==> config.mk <==
export PLATFORM = sky130hd
export DESIGN_NAME = cacheCtrl
export DESIGN_NICKNAME = d
export VERILOG_FILES = /design/src/design/dcachePkg.sv /design/src/design/cacheCtrl.sv
export SDC_FILE = /design/constraint.sdc
export NUM_CORES = 1
export LEC_CHECK = 0
export ABC_AREA = 1
export ABC_CLOCK_PERIOD_IN_PS = 1320
export BUFFER_PORTS_ARGS = -buffer_cell sky130_fd_sc_hd__buf_2
export CAP_MARGIN = 20
export CORE_AREA = 10 10 87 89
export CTS_CLUSTER_DIAMETER = 200
export CTS_CLUSTER_SIZE = 10
export DETAILED_ROUTE_END_ITERATION = 10
export DIE_AREA = 0 0 97 99
export GPL_TIMING_DRIVEN = 0
export PLACE_DENSITY_LB_ADDON = 0.1
export SETUP_SLACK_MARGIN = 0.05
export SKIP_LAST_GASP = 1
export SYNTH_ARGS = -nofsm -noshare
export SYNTH_HDL_FRONTEND = slang
export SYNTH_SLANG_ARGS = --single-unit
==> constraint.sdc <==
create_clock -name clk -period 1.32 [get_ports clk]
set_clock_uncertainty 0.2 [all_clocks]
set_input_delay 0.264 -clock clk [delete_from_list [all_inputs] [get_ports clk]]
set_output_delay 0.264 -clock clk [all_outputs]
set_load 0.1 [all_outputs]
==> src/design/dcachePkg.sv <==
package dcachePkg;

  // address and word geometry
  localparam int AddrWidth = 32;
  localparam int DataWidth = 64;
  localparam int StrbWidth = DataWidth / 8;

  // line geometry
  localparam int LineWords = 4;
  localparam int LineWidth = LineWords * DataWidth;
  localparam int OffsetWidth = 5;

  // two ways of 64 sets each
  localparam int Ways = 2;
  localparam int Sets = 64;
  localparam int IndexWidth = 6;
  localparam int TagWidth = AddrWidth - IndexWidth - OffsetWidth;

  typedef enum logic [2:0] {
    Idle,
    Compare,
    WriteBack,
    Refill,
    Replace
  } cacheStateE;

  typedef enum logic {
    Load,
    Store
  } memOpE;

  typedef struct packed {
    memOpE                op;
    logic [AddrWidth-1:0] addr;
    logic [DataWidth-1:0] wdata;
    logic [StrbWidth-1:0] wstrb;
  } cpuReqT;

  typedef struct packed {
    logic [DataWidth-1:0] rdata;
  } cpuRespT;

  // latched request with store data and mask already in their byte lanes
  typedef struct packed {
    logic [TagWidth-1:0]          tag;
    logic [IndexWidth-1:0]        index;
    logic [$clog2(LineWords)-1:0] wordSel;
    memOpE                        op;
    logic [DataWidth-1:0]         wdata;
    logic [StrbWidth-1:0]         wstrb;
  } reqInfoT;

  typedef struct packed {
    logic [LineWords-1:0][DataWidth-1:0] words;
  } lineT;

  typedef struct packed {
    logic                 awvalid;
    logic [AddrWidth-1:0] awaddr;
    logic                 wvalid;
    logic [DataWidth-1:0] wdata;
    logic [StrbWidth-1:0] wstrb;
    logic                 bready;
    logic                 arvalid;
    logic [AddrWidth-1:0] araddr;
    logic                 rready;
  } axiReqT;

  typedef struct packed {
    logic                 awready;
    logic                 wready;
    logic                 bvalid;
    logic                 arready;
    logic                 rvalid;
    logic [DataWidth-1:0] rdata;
  } axiRspT;

endpackage

==> src/design/cacheCtrl.sv <==
module cacheCtrl (
  input  logic                            clk,
  input  logic                            rst_n,
  input  logic                            reqValid_i,
  input  dcachePkg::reqInfoT              info_i,
  input  logic                            hit_i,
  input  logic                            victimDirty_i,
  input  logic                            wbDone_i,
  input  logic                            refillDone_i,
  input  logic [dcachePkg::DataWidth-1:0] rdWord_i,
  output dcachePkg::cacheStateE           state_o,
  output logic                            accept_o,
  output logic                            reqReady_o,
  output logic                            respValid_o,
  output dcachePkg::cpuRespT              resp_o
);
  import dcachePkg::*;

  cacheStateE stateQ;
  cacheStateE stateD;

  always_ff @(posedge clk or negedge rst_n) begin
    if (!rst_n) begin
      stateQ <= Idle;
    end else begin
      stateQ <= stateD;
    end
  end

  always_comb begin
    stateD = stateQ;
    case (stateQ)
      Idle: begin
        if (accept_o) begin
          stateD = Compare;
        end
      end
      Compare: begin
        if (hit_i) begin
          stateD = accept_o ? Compare : Idle;
        end else begin
          // dirty victim goes out before the new line comes in
          stateD = victimDirty_i ? WriteBack : Refill;
        end
      end
      WriteBack: begin
        if (wbDone_i) begin
          stateD = Refill;
        end
      end
      Refill: begin
        if (refillDone_i) begin
          stateD = Replace;
        end
      end
      Replace: stateD = Compare;
      default: stateD = Idle;
    endcase
  end

  // a hit in Compare frees the pipeline for the next request at once
  assign reqReady_o = (stateQ == Idle) || (stateQ == Compare && hit_i);
  assign accept_o = reqValid_i && reqReady_o;
  assign respValid_o = (stateQ == Compare) && hit_i;
  assign resp_o.rdata = (info_i.op == Load) ? rdWord_i : '0;
  assign state_o = stateQ;

  // the refilled line hits on the compare right after Replace
  assert property (@(posedge clk) disable iff (!rst_n)
    (stateQ == Replace) |=> respValid_o);

  // refill done only arrives while refilling
  assert property (@(posedge clk) disable iff (!rst_n)
    refillDone_i |-> (stateQ == Refill));

endmodule

==> flow_summary.yaml, run 1 <==
run_status:
  outcome: "finished with violations"
  violations: "negative setup slack"
floorplan:
  ioPinCount: 243
  rows: 28
  start_util_pct: 13.0
  core_um2: 5850
  chipHeight_um: 99
  die_w_um: 97
  die_area_um2: 9600
clock_network:
  h-tree-depth: 1
  clkTransAtPathRegs_ns: 0.03
  clk_latency_ns: 0.22
  root_buffer: "clkbuf_8"
  cts_tree: "built"
  clkSinkCount: 3
  clockBufferDepth: 2
  cts_buffers: 3
synth:
  seq_area_frac_synth_pct: 9.88
  synth_top_area_share_pct: 35.6
  mappedNetlistArea_um2: 759
  synth.distinct_cells: 15
  syn_inst: 173
  syn_nets: 346
  synthTopCellsByArea: "inv_1, nor2_1, dfrtp_1"
  syn_area_per_cell_um2: 4.39
  yosysWarnings: 0
  yosys.area.top_type: "inv_1"
  synth_seq_cells: 3
sta:
  setup_viol: 61
  post-route-period-util_pct: 142
  fin_crit_ns: 1.87
  max-slew-margin-rel_pct: 81.4
  slew_violations: 0
  worst_slew_pin_slew_ns: 0.281
  hold_viol_final: 0
  finalWorstSetupSlack_ns: -0.551
  max_freq_ghz: 0.534
  tns_ns: -8.73
  rsz0062_at_grt: "yes"
global_routing:
  grt.overflow.total: 0
  gr-usage-all-layers_pct: 12.6
  grt_antenna_before_repair: 0
  grt_pass1_vias: 1761
  grt_max_degree: 11
  grt_first_pass_wirelength_mm: 10.1
drt:
  ant_nets: 0
  dr.first_iter.drc_count: 21
  routed_wl_mm: 6.83
  viasPerCell: 3.94
  wl_per_cell_um: 15.9
  via_count: 1689
  drc: 0
  drt-pass1-iter-count: 4
critical_path:
  worstSetupPathType: "reg -> out"
  crit_arrival_ns: 1.41
  max_stage_delay_ns: 0.54
  cp_max_fo: 6
  crit_required_ns: 0.86
  crit_slowest_cell: "dfrtp_4"
  cp_cell_sequence: "nor3_4 > nand2_2 > a21oi_4 > buf_12"
  endpoint_kind: "output port"
  worstPathBufferInverterCount: 1
  cp-start-kind: "register"
  crit_family: "flip-flops"
cells_and_area:
  area_growth_pct: 409
  n_antenna_cell: 0
  final_util_pct: 66.1
  num-nets-final: 528
  final_layout_size_suffix_gt1_share_pct: 76.0
  largest_register_ffs: 3
worst_hold_path:
  hp-class: "in -> reg"
power:
  ir_drop_uv: 1670
  p_int_mw: 1.67
  power.density_nw_per_um2: 1030
  p_clk_share_pct: 6.8
  combinationalPowerShare_pct: 86.9
  p_sw_share_pct: 57.9
  p_sw_mw: 2.30
  p_seq_share_pct: 6.3
  p_leak_nw: 1.92
placed_design:
  dp_hpwl_mm: 4.36
  io_buffers: 140
  gp_congestion: 0.765
job:
  cap_violations: 0
==> synthesized netlist by cell type (all sizes together) <==
master,n
a21oi,2
buf,7
dfrtp,3
inv,73
nand2,8
nand3,4
nand4,2
nor2,70
nor3,3
o21ai,1
==> worst reg2reg max path: cells and delay by family (launching register included) <==
| family | cells | cell delay [ns] |
|---|---|---|
| simple gates | 1 | 0.17 |
| buf+inv | 2 | 0.25 |
| flops | 1 | 0.50 |
| compound gates | 2 | 0.20 |
==> power groups by stage <==
stage	combinational [mW]	sequential, mW	clock [mW]
floorplan	1.75	0.485	0
global route	3.58	0.257	0.294
detailed placement	2.36	0.236	0
CTS	3.25	0.233	0.274
global placement	2.36	0.245	0
finish	3.46	0.251	0.269
==> per-stage QoR <==
stage / instances / setup slack (ns) / total power, mW / cell area (µm²) / hold WS [ns]
2_1_floorplan: 173 / -0.717 / 2.23 / 1380 / -0.232
3_3_place_gp: 388 / -0.586 / 2.60 / 2180 / -0.140
3_5_place_dp: 388 / -0.579 / 2.60 / 2180 / -0.134
4_1_cts: 412 / -0.545 / 3.75 / 3510 / 0.118
5_1_grt: 429 / -0.620 / 4.13 / 3870 / 0.148
6_report: 429 / -0.551 / 3.98 / 3870 / 0.122
==> layout make-up <==
type / instances / area, µm²
plain buffers: 7 / 185
clock buffers: 4 / 45.0
fillers: 380 / 1980
inverters: 73 / 283
multi-input cells: 90 / 902
flip-flops and latches: 3 / 86.3
well taps: 75 / 93.8
repair buffers: 177 / 2270
==> cell usage in the layout (no fill, tap or decap), types with 2 or more instances in the layout <==
cell and count:
buf_12 74, buf_16 9, buf_2 70, buf_4 9, buf_6 12, buf_8 6, clkbuf_16 3, clkbuf_8 3
dfrtp_4 3, inv_1 69, inv_4 2, nand2_1 4, nand2_2 4, nand3_1 2, nand3_2 2, nand4_1 2
nor2_1 3, nor2_2 2, nor2_4 65, nor3_4 2
==> final timing paths <==
check,from,endpoint,slack (ns),cells past startpoint
max reg2reg,state_o[0]$_DFFE_PN0P_,state_o[1]$_DFFE_PN0P_,-0.09,5
min reg2reg,state_o[2]$_DFFE_PN0P_,state_o[2]$_DFFE_PN0P_,0.44,2
min in group asynchronous,rst_n,state_o[0]$_DFFE_PN0P_,0.19,2
max in group asynchronous,rst_n,state_o[1]$_DFFE_PN0P_,0.61,2
max,state_o[1]$_DFFE_PN0P_,accept_o,-0.55,4
min,refillDone_i,state_o[0]$_DFFE_PN0P_,0.12,4
==> kinds of logic (layout without fill, tap and decap cells) <==
| family | Yosys count | after routing | share of synthesized area [%] |
|---|---|---|---|
| compound gates | 3 | 3 | 1.98 |
| buf+inv | 80 | 261 | 40.7 |
| flops | 3 | 3 | 9.88 |
| simple gates | 87 | 87 | 47.4 |
==> routing by layer <==
layer,global-route usage [%],vias to the layer above,share of wire (%)
met4,1.93,0,0.94
met5,0,-,0
met2,18.6,125,43
met1,15.1,734,41
li1,-,822,-
met3,8.38,8,15
==> timing repair <==
action / CTS / global route
cloned: 3 / 3
resized for setup: 288 / 35
setup endpoints to repair: 73 / 72
hold buffers: 1 / 0
pin swaps: 8 / 22
buffers inserted: 16 / 15
endpoints found under the hold margin: 3 / 0
Note: power is estimated with default switching activity, not from simulation.
==> run 2: changes to the inputs <==
- TNS_END_PERCENT: unset -> 1
==> flow_summary.yaml, run 2 (same netlist as run 1, synthesis figures left out) <==
critical_path:
  worstSetupPathType: "reg -> out"
  crit_arrival_ns: 1.39
  cp-start-kind: "register"
  cp_max_fo: 4
  endpoint_kind: "output port"
  crit_required_ns: 0.86
power:
  p_sw_share_pct: 69.1
  totalPowerFinal_mw: 2.87
  p_seq_share_pct: 7.6
  combinationalPowerShare_pct: 83.1
  p_int_mw: 0.885
  power.density_nw_per_um2: 1540
  p_leak_nw: 1.28
  p_clk_share_pct: 9.3
  p_sw_mw: 1.98
  ir_drop_uv: 1070
floorplan:
  rows: 28
  die_area_um2: 9600
  start_util_pct: 13.0
  core_um2: 5850
  die_w_um: 97
  chipHeight_um: 99
  ioPinCount: 243
run_status:
  outcome: "finished with violations"
  violations: "negative setup slack"
cells_and_area:
  area_growth_pct: 145
  final_cells: 396
  layout_commonest_cell: "buf_2"
  n_antenna_cell: 0
  num-nets-final: 495
  largest_register_ffs: 3
  final_layout_size_suffix_gt1_share_pct: 72.6
  layout_common_cells: "buf_2, inv_1, nor2_2"
sta:
  worst_slew_pin_slew_ns: 0.515
  setup_viol: 73
  hold_viol_final: 0
  rsz0062_at_grt: "yes"
  finalWorstSetupSlack_ns: -0.535
  post-route-period-util_pct: 141
  hold-worst-slack_ns: 0.122
  slew_violations: 0
  fin_crit_ns: 1.85
  max-slew-margin-rel_pct: 65.9
  max_freq_ghz: 0.539
drt:
  via_count: 1384
  wl_per_cell_um: 11.6
  drt-pass1-iter-count: 4
  routed_wl_mm: 4.58
  drc: 0
  dr.first_iter.drc_count: 10
  viasPerCell: 3.49
  ant_nets: 0
clock_network:
  cts_buffers: 3
  clockBufferDepth: 2
  clkSinkCount: 3
  cts_tree: "built"
  clk_latency_ns: 0.22
  clkTransAtPathRegs_ns: 0.03
  h-tree-depth: 1
  root_buffer: "clkbuf_8"
global_routing:
  grt_antenna_before_repair: 0
  grt_pass1_vias: 1496
  grt_max_degree: 11
  grt_first_pass_wirelength_mm: 7.18
  grt.overflow.total: 0
  gr-usage-all-layers_pct: 8.92
placed_design:
  gp_congestion: 0.726
  dp.cells: 388
  io_buffers: 140
  dp_hpwl_mm: 4.20
job:
  cap_violations: 0
worst_hold_path:
  hp-class: "in -> reg"
[run 2: cell types whose count changed in the layout (fill, tap and decap cells not counted), sizes merged]
cell	change
buf	-30
clkbuf	-3
[run 2: worst paths after layout]
path	slack [ns]	to	from	cells after the start
min reg2reg	0.43	state_o[1]$_DFFE_PN0P_	state_o[1]$_DFFE_PN0P_	2
min in group asynchronous	0.19	state_o[0]$_DFFE_PN0P_	rst_n	2
max reg2reg	-0.07	state_o[0]$_DFFE_PN0P_	state_o[2]$_DFFE_PN0P_	7
min	0.12	state_o[0]$_DFFE_PN0P_	refillDone_i	4
max in group asynchronous	0.61	state_o[2]$_DFFE_PN0P_	rst_n	2
max	-0.53	accept_o	state_o[0]$_DFFE_PN0P_	4
[run 2: timing repair]
action,in CTS,in global routing
hold buffers,1,0
pin swaps,3,0
endpoints found under the setup margin,73,73
hold endpoints to repair,3,0
resized for setup,10,0
buffers inserted,3,0
[run 2: routing by layer]
metal | vias up | routed length [µm] | global-route usage (%)
met3 | 4 | 840 | 6.49
met2 | 102 | 2070 | 14.7
met5 | - | 0 | 0
met1 | 530 | 1620 | 8.62
li1 | 748 | - | -
met4 | 0 | 55 | 3.06
[run 2: area by class of cell]
cell class	count	area, µm²
flip-flops and latches	3	86.3
inverters	73	278
repair buffers	144	761
well taps	75	93.8
fillers	649	3990
plain buffers	7	35.0
multi-input cells	90	563
clock buffers	4	45.0
[run 2: metrics by stage]
step           setup TNS, ns  cell area, µm²  setup WS (ns)  utilization (%)
2_1_floorplan         -39.38             957         -0.717                -
3_3_place_gp          -25.27            1750         -0.591             29.9
3_5_place_dp          -24.93            1750         -0.577             29.9
4_1_cts               -26.09            1860         -0.538             31.8
5_1_grt               -29.23            1860         -0.616             31.8
6_report              -24.83            1860         -0.535             31.8
[run 2: power by group through the flow]
stage | Sequential, mW | Clock (mW) | Combinational [mW]
after global placement | 0.234 | 0 | 2.23
after detailed placement | 0.229 | 0 | 2.22
final | 0.219 | 0.267 | 2.38
after global routing | 0.226 | 0.289 | 2.51
after floorplan | 0.485 | 0 | 1.59
after CTS | 0.217 | 0.277 | 2.40
[run 2: critical path, cell delays in order, from the launching register on]
cell     delay (ns)
dfrtp_4        0.49
nor2_2         0.20
nand2_2        0.11
a21oi_4        0.18
buf_12         0.19
