### src/design/dcachePkg.sv
package dcachePkg;

  // address and word geometry
  localparam int AddrWidth = 32;
  localparam int DataWidth = 64;
  localparam int StrbWidth = DataWidth / 8;

  // line geometry
  localparam int LineWords = 4;
  localparam int LineWidth = LineWords * DataWidth;
  localparam int OffsetWidth = 5;

  // two ways of 64 sets each
  localparam int Ways = 2;
  localparam int Sets = 64;
  localparam int IndexWidth = 6;
  localparam int TagWidth = AddrWidth - IndexWidth - OffsetWidth;

  typedef enum logic [2:0] {
    Idle,
    Compare,
    WriteBack,
    Refill,
    Replace
  } cacheStateE;

  typedef enum logic {
    Load,
    Store
  } memOpE;

  typedef struct packed {
    memOpE                op;
    logic [AddrWidth-1:0] addr;
    logic [DataWidth-1:0] wdata;
    logic [StrbWidth-1:0] wstrb;
  } cpuReqT;

  typedef struct packed {
    logic [DataWidth-1:0] rdata;
  } cpuRespT;

  // latched request with store data and mask already in their byte lanes
  typedef struct packed {
    logic [TagWidth-1:0]          tag;
    logic [IndexWidth-1:0]        index;
    logic [$clog2(LineWords)-1:0] wordSel;
    memOpE                        op;
    logic [DataWidth-1:0]         wdata;
    logic [StrbWidth-1:0]         wstrb;
  } reqInfoT;

  typedef struct packed {
    logic [LineWords-1:0][DataWidth-1:0] words;
  } lineT;

  typedef struct packed {
    logic                 awvalid;
    logic [AddrWidth-1:0] awaddr;
    logic                 wvalid;
    logic [DataWidth-1:0] wdata;
    logic [StrbWidth-1:0] wstrb;
    logic                 bready;
    logic                 arvalid;
    logic [AddrWidth-1:0] araddr;
    logic                 rready;
  } axiReqT;

  typedef struct packed {
    logic                 awready;
    logic                 wready;
    logic                 bvalid;
    logic                 arready;
    logic                 rvalid;
    logic [DataWidth-1:0] rdata;
  } axiRspT;

endpackage

### src/design/reqStage.sv
module reqStage (
  input  logic               clk,
  input  logic               rst_n,
  input  logic               reqValid_i,
  input  dcachePkg::cpuReqT  req_i,
  input  logic               accept_i,
  output dcachePkg::reqInfoT info_o
);
  import dcachePkg::*;

  reqInfoT infoQ;
  logic [2:0] byteOff;
  logic latchEn;

  // byte position of the access inside its 64-bit word
  assign byteOff = req_i.addr[2:0];
  assign latchEn = reqValid_i && accept_i;

  always_ff @(posedge clk or negedge rst_n) begin
    if (!rst_n) begin
      infoQ <= '0;
    end else if (latchEn) begin
      infoQ.tag <= req_i.addr[AddrWidth-1 -: TagWidth];
      infoQ.index <= req_i.addr[OffsetWidth +: IndexWidth];
      infoQ.wordSel <= req_i.addr[3 +: $clog2(LineWords)];
      infoQ.op <= req_i.op;
      // move store bytes to their lanes once
      infoQ.wdata <= req_i.wdata << {byteOff, 3'b000};
      infoQ.wstrb <= req_i.wstrb << byteOff;
    end
  end

  assign info_o = infoQ;

endmodule

### config.mk
export PLATFORM = sky130hd
export DESIGN_NAME = reqStage
export DESIGN_NICKNAME = d
export VERILOG_FILES = /design/src/design/dcachePkg.sv /design/src/design/reqStage.sv
export SDC_FILE = /design/constraint.sdc
export NUM_CORES = 1
export LEC_CHECK = 0
export ABC_AREA = 1
export BUFFER_PORTS_ARGS = -buffer_cell sky130_fd_sc_hd__clkbuf_2
export CAP_MARGIN = 5
export CORE_AREA = 2 2 143 89
export CTS_BUF_LIST = sky130_fd_sc_hd__clkbuf_4 sky130_fd_sc_hd__clkbuf_8
export CTS_CLUSTER_SIZE = 16
export DETAILED_ROUTE_END_ITERATION = 8
export DIE_AREA = 0 0 145 91
export HOLD_SLACK_MARGIN = 0.1
export PLACE_DENSITY = 0.78
export SLEW_MARGIN = 25
export SYNTH_ARGS = -nofsm -noshare
export SYNTH_HDL_FRONTEND = slang
export SYNTH_SLANG_ARGS = --single-unit
### constraint.sdc
create_clock -name clk -period 0.8 [get_ports clk]
set_input_delay 0.16 -clock clk [delete_from_list [all_inputs] [get_ports clk]]
set_output_delay 0.16 -clock clk [all_outputs]
set_load 0.005 [all_outputs]
==> results_dict.tcl, run 1 <==
set metrics [dict create \
    fin_crit_ps 1110 \
    rr_startpoint "info_o[45]" \
    min_path_cells 5 \
    core_area_um2 11800 \
    path_delay_family "flip-flops" \
    violations "setup timing" \
    final_util 0.687 \
    drc 0 \
    synth.avg_cell_area_um2 7.30 \
    routed_wl_um 20500 \
    dieArea_um2 13200 \
    start_kind "flop" \
    ios 211 \
    drtAntennaViolNets 0 \
    hold_violations 0 \
    cp.depth 1 \
    timing.reg2reg.worst_path_depth 3 \
    worst_pin_slew_ps 329 \
    path_buf_inv 1 \
    cts_buffer_depth 2 \
    setup_viol 123 \
    synth_fa_ha_area_frac 0 \
    drive_gt1_frac 0.362 \
    cts_tree "done" \
    grt_max_degree 47 \
    pre_cts_ws_ps -336 \
    r2r_setup_slack_ps -90 \
    cts_buffers 9 \
    grt_pass1_vias 5985 \
    min-delay-start "req_i[65]" \
    outcome "finished with violations" \
    maxCapViolations 0 \
    r2r_end "info_o[45]" \
    drtIter0Drc 837 \
    max_clock_freq_mhz 897 \
    placed_area_um2 6990 \
    grt_usage 0.303 \
    gp_congestion 0.926 \
    min_path_type "primary input to flop" \
    cp_max_fo 2 \
    place_hpwl_um 14600 \
    dpl.cell_count 1099 \
    cts_sinks 102 \
    ys_types 14 \
    slew_viol_final 0 \
    rsz0062_at_grt "yes" \
    via_count 6455 \
    critPathSlowestCell "dfrtp_1" \
    synth_top_family_by_area "simple AND/OR/NAND/NOR gates" \
    synthSimpleGateAreaFrac 0.445 \
    clock_latency_ps 370 \
    min_to "info_o[65]" \
    synthesis.nets 846 \
    start_util 0.455 \
    placementRows 31 \
    die_w_um 145 \
    yosys_warnings 0 \
    endpoint_kind "primary output" \
    finalCritPeriodShare 1.39 \
    stdcell_count 1202 \
    synth_xor_xnor_area_share 0 \
    largest_reg_flops 102 \
    clk_pin_slew_ps 110 \
    finClkSkew_ps 0 \
    htree_levels 3 \
    fin_nets 1141 \
    synth_mux_area_frac 0 \
    drt-wirelength-per-cell_um 17.0 \
    cts-root-buf "clkbuf_8" \
    mappedNetlistArea_um2 5380 \
    syn-instance-count 737 \
    cp.required_ps 640 \
    power_density_nw_per_um2 1650 \
    criticalPathCategory "flop to primary output" \
    critical_path_arrival_ps 950 \
    die_h_um 91 \
    dr.pass1.iters 5 \
    area_growth_syn_to_layout_pct 50.9 \
    power_mw 13.4 \
    ir_worst_vdd_v 0.000925 \
    synth_compound_area_frac 0.0272 \
    yosysSeqAreaShare 0.474 \
    fillCellCount 983 \
    avgViaCountPerCell 5.37 \
    path_cells "buf_6" \
    fin_ws_ps -314 \
    overflow 0 \
    ys_ff_latch 102 \
    grt_pass1_wl_um 31600 \
    slowest_delay_ps 440 \
    port_buffers 210 \
    design_area_um2 8120 \
    p_leak_nw 4.48 \
    relSlewSlack 0.781 \
    insertedDiodeCount 0 \
    antenna_found_initial 0 \
]
## synthesized netlist by cell type
master	instances	share of area
clkbuf_1	7	0.0049
buf_4	8	0.011
inv_4	1	0.0012
inv_1	1	0.00070
buf_2	37	0.034
nor2_1	9	0.0063
nand2_2	1	0.0012
a22o_1	9	0.015
nor2_4	2	0.0042
inv_2	2	0.0014
dfrtp_1	102	0.47
nand3_1	216	0.20
nand2_1	333	0.23
a22oi_1	9	0.013
## final cells by class
type	instances	area, um^2	area share
Inverter	4	27.5	0.00339
Timing Repair Buffer	336	2440	0.300
Sequential cell	102	2550	0.314
Tap cell	165	206	0.0254
Clock inverter	6	47.5	0.00585
Multi-Input combinational cell	579	2720	0.335
Clock buffer	10	131	0.0162
## report_power, final
group	total, mW	internal (mW)	switching (mW)
logic	4.05	2.03	2.03
clock network	3.10	1.19	1.91
registers	6.22	5.78	0.435
## per-layer routing
metal	up-vias	global-route usage	wire length [um]
li1	3026	-	-
met1	3015	0.423	8680
met2	372	0.462	9040
met3	42	0.0950	2380
met4	0	0.0710	363
met5	-	0	0
## per-stage QoR
stage | hold WS (ps) | setup TNS [ps]
floorplan | -136 | -1760
global placement | 24.1 | -25100
detailed placement | 18.8 | -26420
CTS | 121 | -27220
global route | 149 | -30960
finish | 126 | -26690
## logic make-up (layout without fill, tap and decap cells)
family	count (synthesis)	count (layout)
buffers and inverters	56	356
AO/OA/AOI/OAI	18	18
AND/OR/NAND/NOR	561	561
flip-flops	102	102
## placed cells by master (no fill, tap or decap), drive strengths merged
cell,instances
clkbuf,212
a22o,9
dlygate4sd3,31
nand2,334
nor2,11
dfrtp,102
a22oi,9
clkinvlp,3
inv,5
nand3,216
clkinv,2
buf,103
## worst max-delay path by stage
stage | start | end | slack [ps]
after floorplan | req_i[72] | info_o[43] | -40
after global placement | reqValid_i | info_o[26] | -330
after detailed placement | reqValid_i | info_o[26] | -340
after CTS | info_o[55] | info_o[55] | -320
after global routing | info_o[11] | info_o[11] | -340
final | info_o[32] | info_o[32] | -310
## timing repair
action,CTS,global route
endpoints found under the setup margin,102,145
hold buffers,31,0
gates resized for setup,9,49
setup buffers,31,31
hold endpoints to repair,132,0
cloned,0,1
pin swaps,2,18
Power figures use the tool's default switching activity.
==> run 2: changes to the inputs <==
--- a/config.mk
+++ b/config.mk
@@ -5,14 +5,14 @@
 export SDC_FILE = /design/constraint.sdc
 export NUM_CORES = 1
 export LEC_CHECK = 0
-export ABC_AREA = 1
+export ABC_AREA = 0
 export BUFFER_PORTS_ARGS = -buffer_cell sky130_fd_sc_hd__clkbuf_2
 export CAP_MARGIN = 5
-export CORE_AREA = 2 2 143 89
+export CORE_AREA = 2 2 145 90
 export CTS_BUF_LIST = sky130_fd_sc_hd__clkbuf_4 sky130_fd_sc_hd__clkbuf_8
 export CTS_CLUSTER_SIZE = 16
 export DETAILED_ROUTE_END_ITERATION = 8
-export DIE_AREA = 0 0 145 91
+export DIE_AREA = 0 0 147 92
 export HOLD_SLACK_MARGIN = 0.1
 export PLACE_DENSITY = 0.78
 export SLEW_MARGIN = 25
==> run 2 against run 1 <==
Effect of this change: the flow still finishes with violations (setup timing); fmax decreased by 8.2%; power increased by 15%; sequential power about the same; synthesized area increased by 2.9%; clock-buffer cell count decreased by 1.
==> results_dict.tcl, run 2 <==
set metrics [dict create \
    outcome "finished with violations" \
    violations "setup timing" \
    grt_use_met2 0.572 \
    clock_latency_ps 380 \
    mappedNetlistArea_um2 5540 \
    cts_sinks 102 \
    gp_congestion 0.925 \
    yosys-top-cells-area "dfrtp_1 46%, nand2_1 9.2%, mux4_2 7.3%" \
    min-delay-start "req_i[11]" \
    synth.top_cell.area_share 0.461 \
    synth_top_family_by_area "multiplexers" \
    synth_compound_area_frac 0.146 \
    synthArstFlopShare 1.00 \
    core_area_um2 12400 \
    layout_commonest_cell "clkbuf_2" \
    ios 211 \
    die_h_um 92 \
    setup_viol 162 \
    min_path_type "primary input to flop" \
    finClkSkew_ps 0 \
    cts_buffers 9 \
    synth_mux_area_frac 0.214 \
    critPathSlowestCell "dfrtp_1" \
    use_met1 0.476 \
    fin_ws_ps -414 \
    drt-wirelength-per-cell_um 26.0 \
    cp_max_fo 2 \
    criticalPathCategory "flop to primary output" \
    finalSetupTns_ps -36780 \
    synthesis.nets 634 \
    endpoint_kind "primary output" \
    ys_ff_latch 102 \
    worst_pin_slew_ps 411 \
    drtAntennaViolNets 0 \
    drtIter0Drc 565 \
    top_usage_layer "met2" \
    synth.avg_cell_area_um2 10.5 \
    grt_usage 0.359 \
    port_buffers 210 \
    slew_viol_final 0 \
    die_w_um 147 \
    dieArea_um2 13500 \
    overflow 0 \
    r2r_end "info_o[44]" \
    insertedDiodeCount 0 \
    fin_nets 1040 \
    area_growth_syn_to_layout_pct 80.0 \
    crit_start "info_o[44]" \
    start_kind "flop" \
    cts_tree "done" \
    power_density_nw_per_um2 1540 \
    min_to "info_o[43]" \
    synthTopCellsByCount "136 x nand2_1, 102 x dfrtp_1, 36 x o22ai_1" \
    yosysSeqAreaShare 0.461 \
    path_buf_inv 2 \
    rsz0062_at_grt "yes" \
    relSlewSlack 0.718 \
    drc 0 \
    synthSimpleGateAreaFrac 0.137 \
    r2r_setup_slack_ps -250 \
    cts-root-buf "clkbuf_8" \
    ir_worst_vdd_v 0.000781 \
    clk_pin_slew_ps 120 \
    p_leak_nw 4.95 \
    finalCritPeriodShare 1.52 \
    critical_path_arrival_ps 1050 \
    synth_area_leader_cell "dfrtp_1" \
    drive_gt1_frac 0.596 \
    htree_levels 3 \
    synth_fa_ha_area_frac 0 \
    cp.required_ps 640 \
    via_count 6814 \
    met3_usage 0.0965 \
    slowest_delay_ps 430 \
    syn-instance-count 525 \
    cts_buffer_depth 2 \
    place_hpwl_um 14800 \
    avgViaCountPerCell 6.17 \
    crit_top_cell "buf_6" \
    synthFlopType "dfrtp_1" \
    fillCellCount 661 \
    max_clock_freq_mhz 823 \
    synth_xor_xnor_area_share 0 \
    maxCapViolations 0 \
    min_path_cells 2 \
    hold_violations 0 \
    grt_pass1_wl_um 36700 \
    ys_types 28 \
    grt_max_degree 45 \
    largest_reg_flops 102 \
    dr.pass1.iters 5 \
    path_cells "buf_6, buf_6" \
    antenna_found_initial 0 \
    fin_crit_ps 1210 \
    routed_wl_um 28700 \
    start_util 0.446 \
    timing.reg2reg.worst_path_depth 2 \
    final_cell_mix "194 x clkbuf_2, 129 x nand2_1, 126 x buf_4" \
    path_delay_family "flip-flops" \
    yosys_warnings 0 \
    rr_startpoint "info_o[44]" \
    synth-edff-count 0 \
    grt_pass1_vias 6408 \
    synth_most_common_cell "nand2_1" \
    placementRows 32 \
    pre_cts_ws_ps -776 \
]
==> run 2: changes by cell type after synthesis, sizes merged, moves of 12 or more <==
cell / previous run / this run
mux2i: 0 / 27
nor2b: 0 / 18
nand2: 334 / 137
clkbuf: 7 / 19
nand3: 216 / 0
mux2: 0 / 45
o22ai: 0 / 36
o31ai: 0 / 27
buf: 45 / 24
o21ai: 0 / 27
mux4: 0 / 18
==> run 2: cell type report <==
class | count | area [um^2] | share of cell area
multi-input combinational | 382 | 3440 | 0.345
tap | 170 | 213 | 0.0213
inverter | 1 | 3.75 | 0.000377
clock inverter | 6 | 55.1 | 0.00553
clock buffer | 9 | 124 | 0.0124
sequential | 102 | 2550 | 0.256
timing repair buffer | 435 | 3570 | 0.359
==> run 2: how the worst max path moves through the flow <==
stage | slack, ps | cells after the start | end
4_1_cts | -400 | 2 | info_o[45]
3_5_place_dp | -780 | 5 | info_o[45]
5_1_grt | -440 | 2 | info_o[45]
6_report | -410 | 2 | info_o[44]
3_3_place_gp | -740 | 6 | info_o[5]
2_1_floorplan | -560 | 5 | info_o[46]
==> run 2: what timing repair did <==
action,CTS,global route
pin swaps,41,32
hold buffers,33,0
gates resized for setup,98,96
setup endpoints to repair,174,176
setup buffers,55,51
gates cloned,12,5
endpoints found under the hold margin,135,0
==> run 2: per-layer routing <==
metal	part of all wire	up-vias	routed length, um
li1	-	2734	-
met1	0.37	3316	10500
met2	0.45	586	13000
met3	0.12	178	3330
met4	0.065	0	1860
met5	0	-	0
==> run 2: worst register-to-register path: stages (launching register included) <==
cell	delay [ps]
dfrtp_1	430
buf_4	150
a221o_1	360
==> run 2: power breakdown <==
group | internal [mW] | switching [mW]
Clock | 1.17 | 2.06
Sequential | 5.78 | 0.457
Combinational | 3.19 | 2.70
==> run 2: through the flow <==
| step | util | hold WS (ps) | instances | power [mW] | area [um^2] |
|---|---|---|---|---|---|
| floorplan | - | -136 | 525 | 7.99 | 5910 |
| global placement | 0.610 | 22.5 | 946 | 9.84 | 7570 |
| detailed placement | 0.610 | 26.8 | 946 | 9.95 | 7570 |
| CTS | 0.740 | 96.7 | 1060 | 14.0 | 9190 |
| global route | 0.803 | 98.6 | 1105 | 15.8 | 9960 |
| finish | 0.803 | 99.6 | 1105 | 15.4 | 9960 |
==> run 2: kinds of logic (layout without fill, tap and decap cells) <==
| logic type | count (synthesis) | in the layout |
|---|---|---|
| buffers and inverters | 44 | 451 |
| and+or+nand+nor | 172 | 175 |
| muxes | 90 | 90 |
| AOI/OAI and AO/OA | 117 | 117 |
| DFF | 102 | 102 |
==> run 3: changes to the inputs <==
--- a/config.mk
+++ b/config.mk
@@ -15,6 +15,7 @@
 export DIE_AREA = 0 0 147 92
 export HOLD_SLACK_MARGIN = 0.1
 export PLACE_DENSITY = 0.78
+export SKIP_LAST_GASP = 1
 export SLEW_MARGIN = 25
 export SYNTH_ARGS = -nofsm -noshare
 export SYNTH_HDL_FRONTEND = slang
==> run 3 against run 2 <==
Effect of this change: the run still ends with setup timing left; largest power group unchanged; critical path depth unchanged; utilization down 0.98 points; highest routed layer unchanged; worst hold slack better by 33 ps; clock-buffer cell count unchanged; routed wire length down 4.1%; clock skew unchanged; sequential share of layout area up 0.32 points.
==> results_dict.tcl, run 3 (synthesis gave the netlist of run 2 again) <==
set metrics [dict create \
    grt_usage 0.351 \
    drtAntennaViolNets 0 \
    fin_crit_ps 1220 \
    cts_tree "done" \
    dr.pass1.iters 5 \
    crit_top_cell "buf_6" \
    fin_nets 1033 \
    die_w_um 147 \
    p_comb_frac 0.378 \
    criticalPathCategory "flop to primary output" \
    largest_reg_flops 102 \
    min_path_type "primary input to flop" \
    area_growth_syn_to_layout_pct 77.8 \
    maxCapViolations 0 \
    overflow 0 \
    power_switching_mw 5.10 \
    hold_violations 0 \
    antenna_found_initial 0 \
    htree_levels 3 \
    slowest_delay_ps 430 \
    critical_path_arrival_ps 1060 \
    slew_viol_final 0 \
    worst_pin_slew_ps 408 \
    cts_buffer_depth 2 \
    power_mw 15.2 \
    place_hpwl_um 14800 \
    power_density_nw_per_um2 1540 \
    ios 211 \
    swShare 0.336 \
    relSlewSlack 0.727 \
    placed_area_um2 7570 \
    cp_max_fo 2 \
    insertedDiodeCount 0 \
    grt_pass1_wl_um 36000 \
    drtIter0Drc 624 \
    avgViaCountPerCell 6.11 \
    final_cell_mix "193 x clkbuf_2, 132 x nand2_1, 124 x buf_4" \
    rsz0062_at_grt "yes" \
    cts-root-buf "clkbuf_8" \
    grt_pass1_vias 6358 \
    fin_ws_ps -421 \
    finalCritPeriodShare 1.53 \
    dieArea_um2 13500 \
    cts_buffers 9 \
    finClkSkew_ps 0 \
    drt-wirelength-per-cell_um 25.1 \
    path_buf_inv 2 \
    die_h_um 92 \
    seq_power_share 0.410 \
    gp_congestion 0.925 \
    routed_wl_um 27500 \
    cp.required_ps 640 \
    grt_max_degree 45 \
    placementRows 32 \
    layout_commonest_cell "clkbuf_2" \
    path_cells "buf_6, buf_6" \
    endpoint_kind "primary output" \
    core_area_um2 12400 \
    hold_slack_ps 132 \
    intPower_mw 10.1 \
    violations "setup timing" \
    design_area_um2 9840 \
    setup_viol 157 \
    start_util 0.446 \
    finalSetupTns_ps -35780 \
    outcome "finished with violations" \
    via_count 6708 \
    start_kind "flop" \
    clock_latency_ps 370 \
    path_delay_family "flip-flops" \
    drive_gt1_frac 0.584 \
    cts_sinks 102 \
    p_leak_nw 4.90 \
    p_clk_frac 0.213 \
    port_buffers 210 \
    ir_worst_vdd_v 0.000791 \
    drc 0 \
    max_clock_freq_mhz 819 \
    clk_pin_slew_ps 120 \
    critPathSlowestCell "dfrtp_1" \
]
==> run 3: cell types whose count changed in the layout (fill, tap and decap cells not counted), sizes merged <==
cell / change
buf: -6
clkbuf: -1
==> run 3: repair_timing <==
action / 4_1_cts / 5_1_grt
setup endpoints to repair: 174 / 180
hold buffers: 33 / 0
hold endpoints to repair: 135 / 0
gates resized for setup: 88 / 103
pin swaps: 41 / 28
setup buffers: 55 / 46
gates cloned: 12 / 5
==> run 3: cell type report <==
| type | count | area [um^2] |
|---|---|---|
| clock buffers | 9 | 124 |
| multi-input cells | 382 | 3410 |
| fillers | 672 | 2570 |
| flip-flops and latches | 102 | 2550 |
| well taps | 170 | 213 |
| clock inverters | 6 | 55.1 |
| inverters | 1 | 3.75 |
| repair buffers | 428 | 3490 |
==> run 3: path summary, 6_finish.rpt <==
check	start	endpoint	slack, ps	depth (start not counted)
max in group asynchronous	rst_n	info_o[53]	140	3
hold / removal	req_i[11]	info_o[43]	130	2
hold reg to reg	info_o[78]	info_o[78]	490	2
setup reg to reg	info_o[44]	info_o[44]	-290	2
setup / recovery	info_o[46]	info_o[46]	-420	2
min in group asynchronous	rst_n	info_o[2]	150	2
==> run 3: per-layer routing <==
metal / up-vias / wire (um) / GRT usage
li1: 2718 / - / -
met1: 3233 / 10200 / 0.463
met2: 604 / 12700 / 0.563
met3: 153 / 3310 / 0.0950
met4: 0 / 1360 / 0.127
met5: - / 0 / 0
==> run 3: through the flow <==
step	utilization	instances	setup WS [ps]
after floorplan	-	525	-558
after global placement	0.610	946	-737
after detailed placement	0.610	946	-776
after CTS	0.738	1060	-404
after global routing	0.793	1098	-441
final	0.793	1098	-421
==> run 3: power groups by stage <==
stage | logic [mW] | registers [mW] | clock network [mW]
after global placement | 3.61 | 6.23 | 0
after CTS | 4.71 | 6.13 | 3.17
after detailed placement | 3.70 | 6.25 | 0
final | 5.73 | 6.22 | 3.23
after floorplan | 1.74 | 6.25 | 0
after global routing | 5.99 | 6.26 | 3.40
