--- config.mk ---
export PLATFORM = sky130hd
export DESIGN_NAME = axiLiteMaster
export DESIGN_NICKNAME = d
export VERILOG_FILES = /design/src/design/dcachePkg.sv /design/src/design/axiLiteMaster.sv
export SDC_FILE = /design/constraint.sdc
export NUM_CORES = 1
export LEC_CHECK = 0
export BUFFER_PORTS_ARGS = -buffer_cell sky130_fd_sc_hd__buf_2
export CAP_MARGIN = 20
export CORE_AREA = 2 2 334 336
export CTS_BUF_LIST = sky130_fd_sc_hd__clkbuf_4
export CTS_CLUSTER_DIAMETER = 200
export DETAILED_ROUTE_END_ITERATION = 10
export DIE_AREA = 0 0 336 338
export GPL_ROUTABILITY_DRIVEN = 0
export PLACE_DENSITY_LB_ADDON = 0.05
export SLEW_MARGIN = 20
export SYNTH_ARGS = -nofsm -noshare
export SYNTH_HDL_FRONTEND = slang
export SYNTH_SLANG_ARGS = --single-unit
--- constraint.sdc ---
create_clock -name clk -period 3.9 [get_ports clk]
set_input_delay 0.78 -clock clk [delete_from_list [all_inputs] [get_ports clk]]
set_output_delay 0.78 -clock clk [all_outputs]
set_load 0.02 [all_outputs]
--- src/design/dcachePkg.sv ---
package dcachePkg;

  // address and word geometry
  localparam int AddrWidth = 32;
  localparam int DataWidth = 64;
  localparam int StrbWidth = DataWidth / 8;

  // line geometry
  localparam int LineWords = 4;
  localparam int LineWidth = LineWords * DataWidth;
  localparam int OffsetWidth = 5;

  // two ways of 64 sets each
  localparam int Ways = 2;
  localparam int Sets = 64;
  localparam int IndexWidth = 6;
  localparam int TagWidth = AddrWidth - IndexWidth - OffsetWidth;

  typedef enum logic [2:0] {
    Idle,
    Compare,
    WriteBack,
    Refill,
    Replace
  } cacheStateE;

  typedef enum logic {
    Load,
    Store
  } memOpE;

  typedef struct packed {
    memOpE                op;
    logic [AddrWidth-1:0] addr;
    logic [DataWidth-1:0] wdata;
    logic [StrbWidth-1:0] wstrb;
  } cpuReqT;

  typedef struct packed {
    logic [DataWidth-1:0] rdata;
  } cpuRespT;

  // latched request with store data and mask already in their byte lanes
  typedef struct packed {
    logic [TagWidth-1:0]          tag;
    logic [IndexWidth-1:0]        index;
    logic [$clog2(LineWords)-1:0] wordSel;
    memOpE                        op;
    logic [DataWidth-1:0]         wdata;
    logic [StrbWidth-1:0]         wstrb;
  } reqInfoT;

  typedef struct packed {
    logic [LineWords-1:0][DataWidth-1:0] words;
  } lineT;

  typedef struct packed {
    logic                 awvalid;
    logic [AddrWidth-1:0] awaddr;
    logic                 wvalid;
    logic [DataWidth-1:0] wdata;
    logic [StrbWidth-1:0] wstrb;
    logic                 bready;
    logic                 arvalid;
    logic [AddrWidth-1:0] araddr;
    logic                 rready;
  } axiReqT;

  typedef struct packed {
    logic                 awready;
    logic                 wready;
    logic                 bvalid;
    logic                 arready;
    logic                 rvalid;
    logic [DataWidth-1:0] rdata;
  } axiRspT;

endpackage

--- src/design/axiLiteMaster.sv ---
module axiLiteMaster (
  input  logic                            clk,
  input  logic                            rst_n,
  input  dcachePkg::cacheStateE           state_i,
  input  dcachePkg::reqInfoT              info_i,
  input  logic [dcachePkg::AddrWidth-1:0] victimAddr_i,
  input  dcachePkg::lineT                 victimLine_i,
  output dcachePkg::axiReqT               axiReq_o,
  input  dcachePkg::axiRspT               axiRsp_i,
  output logic                            wbDone_o,
  output logic                            refillDone_o,
  output dcachePkg::lineT                 refillLine_o
);
  import dcachePkg::*;

  logic [$clog2(LineWords)-1:0] beatCnt;
  logic beatBusy;
  logic awValid, wValid, bReady, arValid, rReady;
  logic wbDone, refillDone;
  logic bFire, rFire;
  logic [AddrWidth-1:0] beatOffset;
  logic [AddrWidth-1:0] refillBase;
  lineT refillBuf;

  assign bFire = bReady && axiRsp_i.bvalid;
  assign rFire = rReady && axiRsp_i.rvalid;
  assign beatOffset = AddrWidth'({beatCnt, 3'b000});
  assign refillBase = {info_i.tag, info_i.index, {OffsetWidth{1'b0}}};

  always_ff @(posedge clk or negedge rst_n) begin
    if (!rst_n) begin
      beatCnt <= '0;
      beatBusy <= 1'b0;
      {awValid, wValid, bReady, arValid, rReady} <= '0;
      wbDone <= 1'b0;
      refillDone <= 1'b0;
    end else begin
      wbDone <= 1'b0;
      refillDone <= 1'b0;
      // address and data channels drop independently on their handshake
      if (awValid && axiRsp_i.awready) begin
        awValid <= 1'b0;
      end
      if (wValid && axiRsp_i.wready) begin
        wValid <= 1'b0;
      end
      if (arValid && axiRsp_i.arready) begin
        arValid <= 1'b0;
      end
      if (state_i == WriteBack) begin
        if (!beatBusy && !wbDone) begin
          {awValid, wValid, bReady, beatBusy} <= '1;
        end else if (bFire) begin
          bReady <= 1'b0;
          beatBusy <= 1'b0;
          beatCnt <= beatCnt + 1'b1;
          wbDone <= &beatCnt;
        end
      end else if (state_i == Refill) begin
        if (!beatBusy && !refillDone) begin
          {arValid, rReady, beatBusy} <= '1;
        end else if (rFire) begin
          rReady <= 1'b0;
          beatBusy <= 1'b0;
          beatCnt <= beatCnt + 1'b1;
          refillDone <= &beatCnt;
        end
      end
    end
  end

  // refill words land in beat order
  always_ff @(posedge clk) begin
    if (state_i == Refill && rFire) begin
      refillBuf.words[beatCnt] <= axiRsp_i.rdata;
    end
  end

  always_comb begin
    axiReq_o.awvalid = awValid;
    axiReq_o.awaddr = victimAddr_i + beatOffset;
    axiReq_o.wvalid = wValid;
    axiReq_o.wdata = victimLine_i.words[beatCnt];
    axiReq_o.wstrb = '1;
    axiReq_o.bready = bReady;
    axiReq_o.arvalid = arValid;
    axiReq_o.araddr = refillBase + beatOffset;
    axiReq_o.rready = rReady;
  end

  assign wbDone_o = wbDone;
  assign refillDone_o = refillDone;
  assign refillLine_o = refillBuf;

  assert property (@(posedge clk) disable iff (!rst_n)
    (awValid && !axiRsp_i.awready) |=> (awValid && $stable(axiReq_o.awaddr)));

endmodule

==> metrics, run 1 <==
status=completed; post-route ant nets=0; post-route core utilization=around 16%; drt initial violations=277; Slew HR=about half; Clock Path Buffers=3; Peak Freq=between 200 and 300 MHz; TritonCTS clock tree=built; Fin. Hold Viols=0; fill count=roughly 12,000; post-route cell area=~17,000 um^2; Final min period=3620 ps; worst reg2reg path depth=5; top-level I/O count=between 800 and 900; Power Dens Cells=slightly above 500 nW/um^2; CTS sink cnt=266; GRT Resource Usage Total=11.14%; worst-path maximum fanout=8; ys flop type=edfxtp_1; Post-synth ARST share=under 10%; Syn Std Cell Area=10,630 um^2; input/output buffers=about 720; syn_area_per_cell=20.73 um^2; worst skew pair latency=approximately 800 ps; cts bufs inserted=a little over 80; total chip power=between 8 and 9 mW; layout cells sized above 1=68.98%; Crit Path Class=reg2out; Final Setup Violations=0; Die Height=about 340 um; largest net degree at the start of global routing=69; HPWL after DPL=53,980 um; kind of start point of the critical path=flip-flop; DIE WIDTH=around 340 um; critical path endpoint category=output port; dpl cell area=around 16,000 um^2; RSZ-0062 raised after global routing=yes; Root Buffer=clkbuf_4; worst setup margin=between 200 and 300 ps; Worst-Margin Slew=about 760 ps; commonest non-fill, non-tap cell in the layout=buf_2; register area share after synthesis=74.65%; router iterations before antenna repair=4; global route overflow=0; H-tree levels=3; number of synthesized flops with an enable pin=approximately 260; hold path depth=1; WP data arrival=about 2800 ps; Via density=approximately 3.0; DR WL/cell=about 23 um; vias in the first global route=between 9,000 and 10,000; DRT Wirelength=approximately 66,000 um; synth warn=0; first-pass GRT wire length=roughly 85,000 um; most frequent cells in the layout=713 x buf_2, 256 x edfxtp_1, 118 x clkbuf_4; DR vias=about 8,700; critical path required time=3120 ps; synth unique cells=34; CORE AREA=approximately 110,000 um^2; Syn Inst Count=~510; post-synth top area share=between 70% and 80%; fin. max-slew vios=0; pre-CTS setup slack=around 230 ps; Final Net Count=1,780; Post-Route Skew=slightly below 70 ps; Die ar.=between 100,000 and 150,000 um^2; Yosys top cell by area=edfxtp_1; DRC viols=0; Max VDD drop=between 0.3 and 0.4 mV; row cnt=about 120; final worst path period share=between 90 and 100%; min-delay worst type=in2reg; Seq cells post-synth=266; Initial Util=between 9 and 10%; Pleak=~6.9 nW; clk slew on worst S/H paths=60 ps; Max-Cap Viols=0; Area growth, synth to finish=63.26%; initial antenna violation count=80; top cells by area, synth=edfxtp_1 72%, mux4_2 14%, buf_4 3.2%, dfrtp_1 2.4%, xnor2_1 1.9%
## worst max-delay path, cell delays in order (launching register included)
cell and delay (ps):
dfrtp_4 440, ha_4 140, inv_2 40, fa_2 390, nand4b_4 200, nor4_4 180
buf_6 180, nand3_1 100, xnor2_1 180, buf_4 170
## cell usage after synthesis (2+ instances only)
cell type / instances
a21oi_1: 2
and2_1: 6
buf_4: 46
edfxtp_1: 256
conb_1: 2
nand3_1: 12
or3_1: 2
and3_1: 4
inv_1: 8
nand4_1: 12
xor2_1: 5
nor2_1: 9
nand2_1: 15
o21ai_0: 4
mux4_2: 64
buf_2: 8
xnor2_1: 23
ha_1: 6
clkbuf_1: 5
dfrtp_1: 10
## registers in the layout, summed over array words and instances, names as in the netlist
signal        cells
arValid           1
awValid           1
bReady            1
beatBusy          1
beatCnt           2
rReady            1
refillDone_o      1
refillLine_o    256
wValid            1
wbDone_o          1
## report_power, final
group | internal, mW | switching [mW]
Sequential | 3.23 | 0.0413
Combinational | 1.16 | 1.71
Clock | 1.44 | 1.28
## final cells by class
type | instances | area (um^2) | area share, %
inverter | 8 | 30.03 | 0.1730
timing repair buffer | 762 | 4113 | 23.69
clock inverter | 15 | 98.84 | 0.5694
tap | 1488 | 1862 | 10.73
multi-input combinational | 188 | 2325 | 13.39
antenna | 41 | 102.6 | 0.5910
clock buffer | 118 | 885.9 | 5.103
sequential | 266 | 7943 | 45.75
## timing repair
| action | CTS | global route |
|---|---|---|
| pin swaps | 5 | 3 |
| endpoints found under the setup margin | 18 | 7 |
| hold endpoints to repair | 103 | 0 |
| gates resized for setup | 7 | 2 |
| buffers inserted | 4 | 1 |
| hold buffers | 29 | 0 |
## final timing paths
kind                             startpoint           endpoint  slack, ps
worst max register to register   beatCnt[0]  refillLine_o[213]       1480
max in group asynchronous             rst_n         beatCnt[1]       3230
worst min-delay path            axiRsp_i[0]  refillLine_o[128]        180
min in group asynchronous             rst_n         beatCnt[0]        400
worst max-delay path             beatCnt[0]      axiReq_o[127]        280
worst min register to register       bReady             bReady        520
## logic make-up after synthesis
group / synth area share, %
DFF: 74.65
and+or+nand+nor: 3.836
buffers and inverters: 4.119
muxes: 13.66
xor gates and xnor gates: 2.306
AOI/OAI and AO/OA: 0.4590
adders and majority gates: 0.8943
other: 0.07063
## through the flow
stage	setup TNS (ps)	instances	hold slack, ps
2_1_floorplan	0	522	467.3
3_3_place_gp	0	2678	526.3
3_5_place_dp	0	2678	515.9
4_1_cts	0	2844	4.241
5_1_grt	-58.43	2859	41.19
6_report	0	2886	182.3
## metal layers
layer / part of all wire, % / track usage (%) / vias up
li1: - / - / 3693
met1: 32 / 10.47 / 4200
met2: 53 / 20.60 / 567
met3: 11 / 5.658 / 173
met4: 3.4 / 4.026 / 46
met5: 0.47 / 0 / -
Power figures use the tool's default switching activity.
==> inputs of run 2 (changes only) <==
--- a/config.mk
+++ b/config.mk
@@ -5,7 +5,7 @@
 export SDC_FILE = /design/constraint.sdc
 export NUM_CORES = 1
 export LEC_CHECK = 0
-export BUFFER_PORTS_ARGS = -buffer_cell sky130_fd_sc_hd__buf_2
+export BUFFER_PORTS_ARGS = -buffer_cell sky130_fd_sc_hd__buf_4
 export CAP_MARGIN = 20
 export CORE_AREA = 2 2 334 336
 export CTS_BUF_LIST = sky130_fd_sc_hd__clkbuf_4
==> metrics, run 2 (synthesis gave the netlist of run 1 again) <==
DRC viols=0 (unchanged); vias in the first global route=9,172 (+0.17%); fin. max-slew vios=0 (unchanged); Clock Path Buffers=3 (unchanged); Worst-Margin Slew=634.7 ps (-122.0 ps); global route overflow=0 (unchanged); H-tree levels=3 (unchanged); input/output buffers=716 (unchanged); kind of start point of the critical path=flip-flop; Initial Util=9.661% (unchanged); largest net degree at the start of global routing=47 (-32%); min-delay worst type=in2reg; Slew HR=57.69% (+8.1 points); cts bufs inserted=81 (-2.4%); TritonCTS clock tree=built; min-delay src=axiRsp_i[68]; Fin. Hold Viols=0 (unchanged); DR vias=8,537 (-1.6%); r2r startpoint=beatCnt[0]; worst hold margin=172.9 ps (-9.394 ps); Max-Cap Viols=0 (unchanged); layout cells sized above 1=69.79% (+0.82 points); DIE WIDTH=336 um (unchanged); final worst path period share=94.04% (+1.2 points); GRT Resource Usage Total=11.35% (+0.22 points); Via density=2.980 (-0.92%); initial antenna violation count=38 (-53%); worst reg2reg path depth=5 (unchanged); hold path depth=2 (+1); commonest non-fill, non-tap cell in the layout=buf_4; Seq pwr share=34.5% (-2.4 points); dpl cell area=17,670 um^2 (+11%); Internal=6.287 mW (+8.0%); first-pass GRT wire length=85,920 um (+1.3%); RSZ-0062 raised after global routing=yes; Final Setup Violations=0 (unchanged); Clock Power Share=31.0% (+0.3 points); DR WL/cell=23.64 um (+3.6%); Area growth, synth to finish=79.32%; Die Height=338 um (unchanged); hold worst-path end=awValid; DRT Wirelength=67,730 um (+2.8%); Post-Route Skew=56.25 ps (-12.72 ps); fill count=12,218 (-0.93%); Net Switching=3.179 mW (+5.0%); critical path required time=3120 ps (about the same); row cnt=122 (unchanged); most frequent cells in the layout=729 x buf_4, 256 x edfxtp_1, 120 x clkbuf_4; status=completed; flop2flop setup slack=1670 ps (+190 ps); Switching Fraction=33.58% (-0.63 points); CORE AREA=110,100 um^2 (unchanged); Max VDD drop=0.1963 mV (-41%); Final min period=3667 ps (+47.47 ps); Peak Freq=272.7 MHz (-1.3%); Crit Path Class=reg2out; Logic pwr share=34.5% (+2.1 points); worst-path maximum fanout=8 (unchanged); post-route ant nets=0 (unchanged); top-level I/O count=863 (unchanged); router iterations before antenna repair=6 (+2); number of flip-flops in the largest register=256 (unchanged); Power Dens Cells=496.4 nW/um^2 (-2.6%); drt initial violations=276 (-0.36%); post-route cell area=19,070 um^2 (+9.8%); CTS sink cnt=266 (unchanged); Pleak=7.491 nW (+9.2%); FF-to-FF End=refillLine_o[143]; clk slew on worst S/H paths=70 ps (about the same); HPWL after DPL=56,020 um (+3.8%); WP data arrival=2890 ps (+50 ps); Root Buffer=clkbuf_4; Die ar.=113,600 um^2 (unchanged); Final Net Count=1,769 (-0.62%); worst skew pair latency=810 ps (about the same); critical path endpoint category=output port
==> run 2: cell types whose count changed in the layout (fill, tap and decap cells not counted), sizes merged <==
cell         before  now
dlygate4sd3      29   14
bufinv            1    2
clkbuf          118  120
diode            41   13
buf             733  739
clkinvlp          0    2
clkinv           12   23
==> run 2: worst max-delay path: stages (launching register included) <==
cell	delay (ps)
dfrtp_4	440
ha_4	140
inv_2	30
fa_2	340
nand4b_4	200
nor4_4	280
buf_6	170
nand3_1	130
xnor2_2	190
buf_6	150
==> run 2: how the worst max path moves through the flow <==
stage                    startpoint            end  slack, ps  cells past startpoint
floorplan                beatCnt[1]  axiReq_o[137]        130                      8
global placement    victimAddr_i[3]  axiReq_o[137]        250                     10
detailed placement  victimAddr_i[3]  axiReq_o[127]        250                     10
CTS                      beatCnt[0]  axiReq_o[135]          3                      9
global route             beatCnt[0]  axiReq_o[137]        -50                      9
finish                   beatCnt[0]  axiReq_o[127]        230                      9
==> run 2: power groups by stage <==
stage | Clock, mW | Sequential [mW] | Combinational (mW)
finish | 2.93 | 3.27 | 3.27
global placement | 0 | 3.35 | 3.31
global route | 3.25 | 3.28 | 3.49
CTS | 3.15 | 3.27 | 3.35
floorplan | 0 | 3.39 | 1.76
detailed placement | 0 | 3.35 | 3.27
==> run 2: layout make-up <==
cell class | count | area (um^2) | area share [%]
repair buffers | 753 | 5769 | 30.26
inverters | 8 | 30.03 | 0.1575
diodes | 13 | 32.53 | 0.1706
clock buffers | 120 | 900.9 | 4.725
well taps | 1488 | 1862 | 9.764
multi-input cells | 188 | 2341 | 12.28
clock inverters | 29 | 188.9 | 0.9909
flip-flops and latches | 266 | 7943 | 41.66
==> run 2: per-layer routing <==
layer	up-vias	GRT usage, %	share of wire (%)	routed length [um]
met5	-	0	0.22	147
met3	133	5.995	12	7843
met2	556	21.73	54	36620
met4	22	2.986	2.8	1876
met1	4171	10.36	31	21240
li1	3655	-	-	-
==> run 2: stage by stage <==
stage | util [%] | std cells | setup slack, ps | total power [mW] | setup TNS, ps
after floorplan | - | 522 | 134.7 | 5.156 | 0
after global placement | 16.06 | 2681 | 252.8 | 6.661 | 0
after detailed placement | 16.06 | 2681 | 248.9 | 6.619 | 0
after CTS | 17.26 | 2850 | 2.655 | 9.767 | 0
after global routing | 17.30 | 2856 | -46.03 | 10.02 | -111.5
final | 17.32 | 2865 | 232.6 | 9.466 | 0
==> run 2: what timing repair did <==
item | CTS | global route
hold buffers | 14 | 0
pin swaps | 4 | 5
gates resized for setup | 6 | 7
buffers inserted | 6 | 2
hold endpoints to repair | 44 | 0
endpoints found under the setup margin | 19 | 7
==> inputs of run 3 (changes only) <==
--- a/config.mk
+++ b/config.mk
@@ -14,6 +14,7 @@
 export DIE_AREA = 0 0 336 338
 export GPL_ROUTABILITY_DRIVEN = 0
 export PLACE_DENSITY_LB_ADDON = 0.05
+export RECOVER_POWER = 50
 export SLEW_MARGIN = 20
 export SYNTH_ARGS = -nofsm -noshare
 export SYNTH_HDL_FRONTEND = slang
==> metrics, run 3 (synthesis gave the netlist of run 1 again) <==
final worst path period share=93.88% (-0.15 points); Post-Route Skew=47.25 ps (-8.997 ps); hold worst-path end=awValid; first-pass GRT wire length=85,920 um (unchanged); row cnt=122 (unchanged); CP top delay family=simple AND/OR/NAND/NOR gates; H-tree levels=3 (unchanged); vias in the first global route=9,172 (unchanged); cts bufs inserted=81 (unchanged); pre-CTS setup slack=248.9 ps (unchanged); TritonCTS clock tree=built; layout cells sized above 1=64.44% (-5.4 points); Crit Path Class=reg2out; Max VDD drop=0.1962 mV (about the same); status=finished with violations; flop2flop setup slack=320 ps (-1350 ps); Power Dens Cells=501.9 nW/um^2 (+1.1%); Crit path buffers/inverters=3 (unchanged); min-delay worst type=in2reg; post-route core utilization=17.06% (-0.27 points); total chip power=9.421 mW (-0.47%); Initial Util=9.661% (unchanged); critical path endpoint category=output port; Fin. Hold Viols=0 (unchanged); router iterations before antenna repair=6 (unchanged); CORE AREA=110,100 um^2 (unchanged); Final min period=3661 ps (-6.027 ps); kind of start point of the critical path=flip-flop; drt initial violations=286 (+3.6%); GRT Resource Usage Total=11.35% (unchanged); Root Buffer=clkbuf_4; worst hold margin=168.7 ps (-4.160 ps); commonest non-fill, non-tap cell in the layout=buf_4; input/output buffers=716 (unchanged); Max-Cap Viols=5 (+5); Area growth, synth to finish=76.56%; Via density=2.972 (-0.25%); Final Net Count=1,769 (unchanged); CTS sink cnt=266 (unchanged); initial antenna violation count=40 (+5.3%); clk slew on worst S/H paths=70 ps (about the same); worst skew pair latency=800 ps (about the same); Clock Path Buffers=3 (unchanged); r2r startpoint=beatCnt[0]; Final Setup Violations=0 (unchanged); DR WL/cell=23.59 um (-0.22%); Die Height=338 um (unchanged); max incr delay on CP=440 ps (about the same); most frequent cells in the layout=660 x buf_4, 256 x edfxtp_1, 120 x clkbuf_4; fin. max-slew vios=138 (+138); RSZ-0062 raised after global routing=yes; Cell Chain, Critical Path=ha_4, inv_2, fa_2, nand4b_4, nor4_4, buf_6, nand3_1, xnor2_2, buf_6; hold path depth=2 (unchanged); FF-to-FF End=refillLine_o[90]; HPWL after DPL=56,020 um (unchanged); post-route ant nets=0 (unchanged); global route overflow=0 (unchanged); worst-path maximum fanout=8 (unchanged); DRC viols=0 (unchanged); number of flip-flops in the largest register=256 (unchanged); DR vias=8,522 (-0.18%); Pleak=7.225 nW (-3.5%); WP data arrival=2880 ps (about the same); top-level I/O count=863 (unchanged); Worst-Margin Slew=2069 ps (+1434 ps); DRT Wirelength=67,640 um (-0.15%); DIE WIDTH=336 um (unchanged); Die ar.=113,600 um^2 (unchanged); largest net degree at the start of global routing=47 (unchanged); Worst Setup SP=beatCnt[0]; min-delay src=axiRsp_i[68]; most frequent CP cell=buf_6; critical path required time=3120 ps (about the same); worst reg2reg path depth=4 (-1); worst setup margin=238.6 ps (+6.027 ps); failing checks=max-capacitance violations, max-slew violations; Peak Freq=273.1 MHz (+0.16%); Crit-path slowest cell=dfrtp_4; Slew HR=-37.90% (-96 points)
[run 3: how the worst max path moves through the flow]
stage	end	slack [ps]	depth (start not counted)
floorplan	axiReq_o[137]	130	8
global placement	axiReq_o[137]	250	10
detailed placement	axiReq_o[127]	250	10
CTS	axiReq_o[135]	3	9
global route	axiReq_o[137]	-50	9
finish	axiReq_o[127]	240	9
[run 3: metrics by stage]
| stage | cell area [um^2] | instances | setup TNS [ps] |
|---|---|---|---|
| after floorplan | 10670 | 522 | 0 |
| after global placement | 17670 | 2681 | 0 |
| after detailed placement | 17670 | 2681 | 0 |
| after CTS | 18990 | 2850 | 0 |
| after global routing | 18750 | 2856 | -113.3 |
| final | 18770 | 2867 | 0 |
[run 3: power by group]
| group | internal, mW | switching [mW] | total (mW) |
|---|---|---|---|
| clock | 1.55 | 1.37 | 2.92 |
| sequential | 3.23 | 0.0435 | 3.27 |
| combinational | 1.47 | 1.76 | 3.23 |
[run 3: area by class of cell]
| class | instances | area [um^2] |
|---|---|---|
| fillers | 12245 | 91290 |
| inverters | 8 | 30.03 |
| clock inverters | 29 | 188.9 |
| clock buffers | 120 | 900.9 |
| diodes | 15 | 37.54 |
| flip-flops and latches | 266 | 7943 |
| well taps | 1488 | 1862 |
| multi-input cells | 188 | 2331 |
| repair buffers | 753 | 5480 |
[run 3: timing repair]
action,4_1_cts,5_1_grt
pin swaps,4,5
gates resized for setup,6,7
buffers inserted,6,2
setup endpoints to repair,19,7
endpoints found under the hold margin,44,0
hold buffers,14,0
cloned,0,0
[run 3: routing by layer]
metal / vias to the layer above / global-route usage, % / routed length, um
met2: 552 / 21.73 / 36430
met4: 26 / 2.986 / 1994
met3: 141 / 5.995 / 7813
li1: 3659 / - / -
met5: - / 0 / 176
met1: 4144 / 10.36 / 21220
